## src/fm_stereo_pkg.sv

```systemverilog
package fm_stereo_pkg;

    localparam int DATA_SIZE = 32;
    localparam int QUANT_BITS = 10;
    localparam int NUM_TAPS = 32;
    localparam int AUDIO_DECIMATION = 8;

    typedef logic signed [DATA_SIZE-1:0] sample_t;
    typedef logic signed [2*DATA_SIZE-1:0] product_t;
    typedef logic [2:0] phase_t;

    // Unity gain in Q10
    localparam sample_t GAIN_Q = sample_t'(1 << QUANT_BITS);

    // Index 0 multiplies the newest sample
    typedef sample_t [0:NUM_TAPS-1] coeff_table_t;

    typedef struct packed {
        sample_t left;
        sample_t right;
    } stereo_sample_t;

    typedef enum logic [2:0] {
        IDLE,
        FRONT,
        SQUARE,
        HP,
        MIX,
        LMR,
        FORM,
        WRITE
    } seq_state_t;

    localparam coeff_table_t BP_PILOT_COEFFS = '{
           14,    31,    52,    72,    78,    54,    -8,  -104,
         -211,  -294,  -317,  -258,  -118,    74,   271,   417,
          417,   271,    74,  -118,  -258,  -317,  -294,  -211,
         -104,    -8,    54,    78,    72,    52,    31,    14
    };

    localparam coeff_table_t BP_LMR_COEFFS = '{
            0,     0,    -4,    -7,    -2,     8,    12,     2,
            3,    30,    48,    -4,  -116,  -168,   -61,   138,
          138,   -61,  -168,  -116,    -4,    48,    30,     3,
            2,    12,     8,    -2,    -7,    -4,     0,     0
    };

    localparam coeff_table_t HP_COEFFS = '{
           -1,     0,     0,     2,     4,     8,    11,    12,
            8,    -1,   -18,   -41,   -69,   -97,  -121,  -138,
         -138,  -121,   -97,   -69,   -41,   -18,    -1,     8,
           12,    11,     8,     4,     2,     0,     0,    -1
    };

    localparam coeff_table_t AUDIO_LPR_COEFFS = '{
           -3,    -6,   -12,   -19,   -27,   -33,   -30,   -13,
           21,    78,   155,   249,   349,   446,   526,   579,
          579,   526,   446,   349,   249,   155,    78,    21,
          -13,   -30,   -33,   -27,   -19,   -12,    -6,    -3
    };

    localparam coeff_table_t AUDIO_LMR_COEFFS = '{
           -3,    -6,   -12,   -19,   -27,   -33,   -30,   -13,
           21,    78,   155,   249,   349,   446,   526,   579,
          579,   526,   446,   349,   249,   155,    78,    21,
          -13,   -30,   -33,   -27,   -19,   -12,    -6,    -3
    };

    // Drop the Q10 fraction of a full-width product
    function automatic sample_t dequantize(input product_t prod);
        return sample_t'(prod >>> QUANT_BITS);
    endfunction

endpackage

```

## src/demod_sequencer.sv

```systemverilog
`timescale 1ns/1ps

module demod_sequencer (
    input  logic                   clock,
    input  logic                   i_rst_n,
    input  logic                   i_in_empty,
    output logic                   o_in_rd_en,
    input  fm_stereo_pkg::sample_t i_in_sample,
    output logic                   o_front_shift,
    output logic                   o_front_start,
    output logic                   o_lpr_start,
    input  logic                   i_front_done,
    output logic                   o_hp_shift_start,
    input  logic                   i_hp_done,
    output logic                   o_square,
    output logic                   o_mix,
    output logic                   o_lmr_shift,
    output logic                   o_lmr_start,
    input  logic                   i_lmr_done,
    output logic                   o_form,
    input  logic                   i_out_full,
    output logic                   o_out_wr_en
);

    import fm_stereo_pkg::*;

    seq_state_t state;
    phase_t phase;
    phase_t next_phase;
    logic out_phase;
    logic can_start;

    assign out_phase = (phase == '0);
    // Room for the pair is checked before the sample is taken
    assign can_start = !i_in_empty && (!out_phase || !i_out_full);
    assign next_phase = (phase == phase_t'(AUDIO_DECIMATION - 1)) ? '0 : phase + 1'b1;

    // Strobes are registered and last one cycle after each transition
    always_ff @(posedge clock) begin
        if (!i_rst_n) begin
            state <= IDLE;
            phase <= '0;
            o_in_rd_en <= 1'b0;
            o_front_shift <= 1'b0;
            o_front_start <= 1'b0;
            o_lpr_start <= 1'b0;
            o_square <= 1'b0;
            o_hp_shift_start <= 1'b0;
            o_mix <= 1'b0;
            o_lmr_shift <= 1'b0;
            o_lmr_start <= 1'b0;
            o_form <= 1'b0;
            o_out_wr_en <= 1'b0;
        end else begin
            o_in_rd_en <= 1'b0;
            o_front_shift <= 1'b0;
            o_front_start <= 1'b0;
            o_lpr_start <= 1'b0;
            o_square <= 1'b0;
            o_hp_shift_start <= 1'b0;
            o_mix <= 1'b0;
            o_lmr_shift <= 1'b0;
            o_lmr_start <= 1'b0;
            o_form <= 1'b0;
            o_out_wr_en <= 1'b0;
            case (state)
                IDLE: begin
                    if (can_start) begin
                        o_in_rd_en <= 1'b1;
                        o_front_shift <= 1'b1;
                        o_front_start <= 1'b1;
                        o_lpr_start <= out_phase;
                        state <= FRONT;
                    end
                end
                // L+R low-pass finishes together with the band-pass pair
                FRONT: begin
                    if (i_front_done) begin
                        o_square <= 1'b1;
                        state <= SQUARE;
                    end
                end
                SQUARE: begin
                    o_hp_shift_start <= 1'b1;
                    state <= HP;
                end
                HP: begin
                    if (i_hp_done) begin
                        o_mix <= 1'b1;
                        state <= MIX;
                    end
                end
                MIX: begin
                    o_lmr_shift <= 1'b1;
                    o_lmr_start <= out_phase;
                    state <= LMR;
                end
                LMR: begin
                    if (!out_phase) begin
                        phase <= next_phase;
                        state <= IDLE;
                    end else if (i_lmr_done) begin
                        o_form <= 1'b1;
                        state <= FORM;
                    end
                end
                FORM: begin
                    o_out_wr_en <= 1'b1;
                    state <= WRITE;
                end
                WRITE: begin
                    phase <= next_phase;
                    state <= IDLE;
                end
                default: state <= IDLE;
            endcase
        end
    end

    a_write_room: assert property (@(posedge clock) disable iff (!i_rst_n)
        o_out_wr_en |-> !i_out_full) else $error("output write while full");
    a_pop_valid: assert property (@(posedge clock) disable iff (!i_rst_n)
        o_in_rd_en |-> !i_in_empty && !$isunknown(i_in_sample))
        else $error("input popped without a valid sample");

endmodule

```

## config.mk

```make
export PLATFORM = sky130hd
export DESIGN_NAME = demod_sequencer
export DESIGN_NICKNAME = d
export VERILOG_FILES = /design/src/fm_stereo_pkg.sv /design/src/demod_sequencer.sv
export SDC_FILE = /design/constraint.sdc
export NUM_CORES = 1
export LEC_CHECK = 0
export BUFFER_PORTS_ARGS = -buffer_cell sky130_fd_sc_hd__buf_2
export CORE_MARGIN = 2
export CORE_UTILIZATION = 38
export CTS_CLUSTER_DIAMETER = 50
export DETAILED_ROUTE_END_ITERATION = 8
export GPL_ROUTABILITY_DRIVEN = 1
export GPL_TIMING_DRIVEN = 0
export MAX_ROUTING_LAYER = met4
export PLACE_DENSITY = 0.85
export SYNTH_ARGS = -nofsm -noshare
export SYNTH_HDL_FRONTEND = slang
export SYNTH_SLANG_ARGS = --single-unit
```

## constraint.sdc

```tcl
create_clock -name clock -period 2.2 [get_ports clock]
set_clock_uncertainty 0.2 [all_clocks]
set_input_delay 0.33 -clock clock [delete_from_list [all_inputs] [get_ports clock]]
set_output_delay 0.33 -clock clock [all_outputs]
set_load 0.02 [all_outputs]
```

==> flow_summary.toml, run 1 <==
[power_and_ir_drop]
power_leakage_nw = 0.359
switchingPower_mw = 0.140
power_frac_seq_pct = 53.7
swShare_pct = 26.3
power_density_mw_per_mm2 = 681
ir_worst_vdd_mv = 0.258
combPwrFrac_pct = 17.8
clkPwrFrac_pct = 28.6
p_total_mw = 0.534
intPower_mw = 0.393

[logic_synthesis]
synth-edff-count = 0
ys.warnings.count = 0
yosysTopAreaCellShare_pct = 45.8
synthArstFlopShare_pct = 0
ys_seq_area_share_pct = 45.8
synth_seq_cells = 15
synth.avg_cell_area_um2 = 9.64
synthesis.area_um2 = 656
syn-instance-count = 68
synthTopCellsByArea = "dfxtp_1 46%, ha_1 5.7%, nor3b_1 3.4%"
synth_top_area_cell = "dfxtp_1"
ys.flop_type = "dfxtp_1"
synth_cell_types = 30
synth_nets = 110

[clocking]
post_cts.repair.setup_buffers = 0
cts_max_level = 1
cts_made_buffers = 3
clock_latency_ps = 270
cts_sinks = 15
root_buffer = "clkbuf_4"
post_cts_resized = 0
cts_tree = "built"
clk_path_buf_depth = 2
hold_buffers = 0
cts.reportedPaths.clkPinSlew_ps = 90

[cells_and_area]
final_cell_mix = "16 x buf_2, 15 x dfxtp_1, 4 x nor2_1, 4 x o21ai_0"
antenna-diode-count = 0
drive_gt1_share_pct = 31.8
final_cells = 105
final_nets = 131
design_area_um2 = 783
area_growth_pct = 19.5
final_core_utilization_pct = 46.9
layout.cells.most_common = "buf_2"
nFillCells = 154

[critical_path]
cp-start-kind = "flip-flop"
r2r-end = "state[0]"
r2r_start = "phase[0]"
cpPeakStageDelay_ps = 420
critPathBufInv = 1
cp.arrival_ps = 1800
path_delay_family = "compound AO/OA/AOI/OAI gates"
cp-end-kind = "flip-flop"
crit_slowest_cell = "or3b_4"
crit_path_max_fanout = 5
ff2ff_setup_slack_ps = 430
critPathKind = "reg2reg"
required_ps = 2230
path_cells = "inv_1, ha_1, or3b_4, o32ai_2, o31a_2"
reg2reg_depth = 5

[drt]
dr.pass1.iters = 4
wl_per_cell_um = 12.3
post_drt_via_cell_ratio = 5.24
wirelength_um = 1290
drc = 0
dr.first_iter.drc_count = 11
dr_total_vias = 550
ant_nets = 0

[timing]
fin_setup_tns_ps = 0
relSlewSlack_pct = 72.3
period_share_pct = 80.6
finalHoldViolations = 0
rsz0062_at_grt = "false"
final-max-slew-violation-count = 0
finalCriticalPeriod_ps = 1770
holdWs_ps = 38.9
setup_ws_ps = 426
setup_violations = 0
tightest_slew_ps = 415
clock.fmax_mhz = 564

[run]
maxCapViolCount = 0

[floorplanning]
die-height_um = 45.5
num_rows = 15
core_area_mm2 = 0.00167
start_util_pct = 39.3
ioPinCount = 50
dieWidth_um = 45.5
die-area_mm2 = 0.00207

[hold_path]
hp-class = "in2reg"
hold_depth = 2
holdCritStartpoint = "i_out_full"
min_to = "o_lpr_start"

[global_route]
grt.overflow.total = 0
grt_use_met1_pct = 17.3
grt_antenna_before_repair = 0
grt_max_degree = 11
globalRouteMet3Util_pct = 2.38
use_met2_pct = 22.0
grt_busiest_layer = "met2"
grt_pass1_wl_um = 2090
grt_usage_pct = 14.1
grt_pass1_vias = 479

[status]
status = "completed"

[placed_design]
hpwlAfterDp_um = 983
place_congestion = 0.760
place_area_um2 = 757
dp_slack_ps = 440
port_buffers = 16
dp_cells = 101
## worst register-to-register path, stage by stage (launching register included)
cell     delay, ps
dfxtp_1        340
inv_1           60
ha_1           160
or3b_4         420
o32ai_2        360
o31a_2         200
## area by class of cell
type	instances	area [µm²]	share of cell area, %
multi-input cells	44	305	39.0
well taps	17	21.3	2.72
plain buffers	6	38.8	4.95
clock buffers	4	26.3	3.35
repair buffers	16	80.1	10.2
inverters	3	11.3	1.44
flip-flops and latches	15	300	38.3
## Yosys cell counts (2+ instances only)
library cell and number:
nor3b_1 3, and3_1 3, a21boi_0 2, clkbuf_1 2, and2_1 3, inv_1 3
o21ai_0 4, buf_4 2, nor2b_1 3, nor2_1 4, ha_1 3, nand2_1 3
dfxtp_1 15, nand3_1 2
## metal layers
metal | wire length, µm | up-vias
met5 | 0 | -
met4 | 14 | 0
met3 | 45 | 2
met2 | 689 | 16
met1 | 539 | 258
li1 | - | 274
## cell families (layout without fill, tap and decap cells)
group,count (synthesis),count (layout),synth area share (%)
compound gates,13,13,14.9
fa+ha+maj,3,3,5.73
buf+inv,9,29,7.63
flops,15,15,45.8
mux,1,1,1.72
simple gates,27,27,24.2
## power groups by stage
| stage | Clock [mW] | Combinational (mW) | Sequential, mW |
|---|---|---|---|
| 2_1_floorplan | 0 | 0.0623 | 0.299 |
| 3_3_place_gp | 0 | 0.0909 | 0.292 |
| 3_5_place_dp | 0 | 0.0944 | 0.293 |
| 4_1_cts | 0.154 | 0.0947 | 0.287 |
| 5_1_grt | 0.173 | 0.103 | 0.288 |
| 6_report | 0.152 | 0.0949 | 0.286 |
## sequential cells by signal, summed over array words and instances, names as in the netlist
register,cells
o_out_wr_en,1
o_mix,1
o_form,1
o_front_start,1
o_square,1
phase,3
state,3
o_lmr_start,1
o_hp_shift_start,1
o_lpr_start,1
o_lmr_shift,1
## how the worst max path moves through the flow
stage	start	endpoint	cells after the start
floorplan	phase[0]	state[0]	5
global placement	phase[0]	state[1]	5
detailed placement	phase[1]	state[0]	5
CTS	phase[1]	state[0]	5
global route	phase[0]	state[0]	5
finish	phase[0]	state[0]	5
(Power assumes the default switching activity.)
==> inputs of run 2 (changes only) <==
--- a/config.mk
+++ b/config.mk
@@ -7,13 +7,13 @@
 export LEC_CHECK = 0
 export BUFFER_PORTS_ARGS = -buffer_cell sky130_fd_sc_hd__buf_2
 export CORE_MARGIN = 2
-export CORE_UTILIZATION = 38
+export CORE_UTILIZATION = 34
 export CTS_CLUSTER_DIAMETER = 50
 export DETAILED_ROUTE_END_ITERATION = 8
 export GPL_ROUTABILITY_DRIVEN = 1
 export GPL_TIMING_DRIVEN = 0
 export MAX_ROUTING_LAYER = met4
-export PLACE_DENSITY = 0.85
+export PLACE_DENSITY = 0.81
 export SYNTH_ARGS = -nofsm -noshare
 export SYNTH_HDL_FRONTEND = slang
 export SYNTH_SLANG_ARGS = --single-unit
==> constraint.sdc (replaced) <==
create_clock -name clock -period 1.5 [get_ports clock]
set_clock_uncertainty 0.2 [all_clocks]
set_input_delay 0.225 -clock clock [delete_from_list [all_inputs] [get_ports clock]]
set_output_delay 0.225 -clock clock [all_outputs]
set_load 0.02 [all_outputs]
==> run 2 against run 1 <==
  * The flow now finishes with violations (negative setup slack)
  * Largest power group unchanged
  * Core utilization up 2.0 points
  * Non-clock buffer count up 3
  * Critical path depth unchanged
  * Fmax increased by 9.1%
  * Global-route usage up 0.24 points
  * Clock power is 45% higher
  * Critical endpoint is now state[1]
  * Die area increased by 11%
  * Final cell count is 10% higher
  * Count of clock-buffer cells in the layout stayed put
  * Register-to-register slack got worse by 550 ps
==> flow_summary.toml, run 2 (synthesis gave the netlist of run 1 again) <==
[hold_path]
hp-class = "in2reg"

[critical_path]
path_delay_family = "compound AO/OA/AOI/OAI gates"
cp.arrival_ps = 1590
crit_path_max_fanout = 3
cp-start-kind = "flip-flop"
cp-end-kind = "flip-flop"
critPathKind = "reg2reg"
required_ps = 1460
path_cells = "inv_2, ha_4, or3b_4, o32ai_4, o31ai_1"
crit_slowest_cell = "or3b_4"
cpPeakStageDelay_ps = 390
critPathBufInv = 1

[cells_and_area]
largest_registers = "phase: 3 flops, state: 3 flops"
area_growth_pct = 31.5
regArea_um2 = 303
final_nets = 134
layout.cells.most_common = "buf_2"
final_cell_mix = "16 x buf_2, 13 x dfxtp_1, 4 x nor2_1, 4 x o21ai_0"
nFillCells = 178
antenna-diode-count = 0
multiInputGateArea_um2 = 344
drive_gt1_share_pct = 41.8

[power_and_ir_drop]
clkPwrFrac_pct = 27.6
intPower_mw = 0.589
power_frac_seq_pct = 52.6
power_leakage_nw = 0.374
switchingPower_mw = 0.209
power_density_mw_per_mm2 = 926
ir_worst_vdd_mv = 0.410
combPwrFrac_pct = 19.8
swShare_pct = 26.2

[drt]
ant_nets = 0
drc = 0
dr.first_iter.drc_count = 10
wl_per_cell_um = 11.8
dr_total_vias = 557
wirelength_um = 1370
post_drt_via_cell_ratio = 4.80
dr.pass1.iters = 5

[global_route]
grt_pass1_vias = 536
grt_antenna_before_repair = 0
grt_usage_pct = 14.3
grt.overflow.total = 0
grt_pass1_wl_um = 2230
grt_max_degree = 11

[clocking]
cts_max_level = 1
cts_made_buffers = 3
cts_sinks = 15
clock_latency_ps = 270
root_buffer = "clkbuf_4"
cts.reportedPaths.clkPinSlew_ps = 90
clk_path_buf_depth = 2
cts_tree = "built"

[timing]
tightest_slew_ps = 366
rsz0062_at_grt = "true"
clock.fmax_mhz = 615
final-max-slew-violation-count = 0
setup_violations = 6
finalCriticalPeriod_ps = 1630
finalHoldViolations = 0
relSlewSlack_pct = 75.6
setup_ws_ps = -126
period_share_pct = 108
holdWs_ps = 33.0

[floorplanning]
dieWidth_um = 47.9
ioPinCount = 50
num_rows = 15
start_util_pct = 37.2
die-area_mm2 = 0.00230
core_area_mm2 = 0.00176
die-height_um = 47.9

[placed_design]
dp_slack_ps = -216
port_buffers = 16
hpwlAfterDp_um = 1010
place_congestion = 0.802

[run]
maxCapViolCount = 0

[status]
status = "finished, violations left"
violations = "negative setup slack"
## run 2: layout make-up
| class | count | share of cell area [%] |
|---|---|---|
| Sequential cell | 15 | 35.1 |
| Timing Repair Buffer | 19 | 12.5 |
| Clock buffer | 4 | 3.05 |
| Tap cell | 25 | 3.63 |
| Buffer | 6 | 4.50 |
| Inverter | 3 | 1.31 |
| Multi-Input combinational cell | 44 | 39.9 |
## run 2: tightest hold or removal path, cell delays in order
cell and delay, ps:
buf_2 120, nand2_1 80, nor3_2 40
## run 2: path summary, 6_finish.rpt
path / from / end / cells past startpoint / slack (ps)
worst max register to register: phase[1] / state[1] / 5 / -130
worst min register to register: phase[0] / phase[0] / 2 / 310
worst min-delay path: i_lmr_done / o_form / 3 / 30
worst max-delay path: phase[1] / state[1] / 5 / -130
## run 2: stage by stage
step / instance area, µm² / TNS (ps) / total power [mW] / utilization (%) / cells
after floorplan: 671 / -170 / 0.530 / - / 68
after global placement: 782 / -373 / 0.562 / 44.3 / 109
after detailed placement: 782 / -507 / 0.567 / 44.3 / 109
after CTS: 857 / -536 / 0.803 / 48.6 / 116
after global routing: 862 / -793 / 0.849 / 48.9 / 116
final: 862 / -468 / 0.799 / 48.9 / 116
## run 2: repair_timing
action,4_1_cts,5_1_grt
endpoints found under the hold margin,3,0
resized for setup,4,2
pin swaps,5,2
hold buffers,2,0
setup endpoints to repair,4,6
setup buffers,1,0
## run 2: per-layer routing
| layer | routed length (µm) | vias to the layer above | global-route usage, % | share of wire, % |
|---|---|---|---|---|
| li1 | - | 282 | - | - |
| met1 | 579 | 259 | 16.6 | 42 |
| met2 | 709 | 14 | 23.2 | 52 |
| met3 | 57 | 2 | 3.77 | 4.2 |
| met4 | 23 | 0 | 5.95 | 1.7 |
| met5 | 0 | - | - | 0 |
## run 2: power by group through the flow
| stage | combinational, mW | sequential, mW | clock, mW |
|---|---|---|---|
| floorplan | 0.0916 | 0.438 | 0 |
| global placement | 0.134 | 0.428 | 0 |
| detailed placement | 0.138 | 0.429 | 0 |
| CTS | 0.158 | 0.420 | 0.225 |
| global route | 0.173 | 0.422 | 0.254 |
| finish | 0.158 | 0.420 | 0.220 |
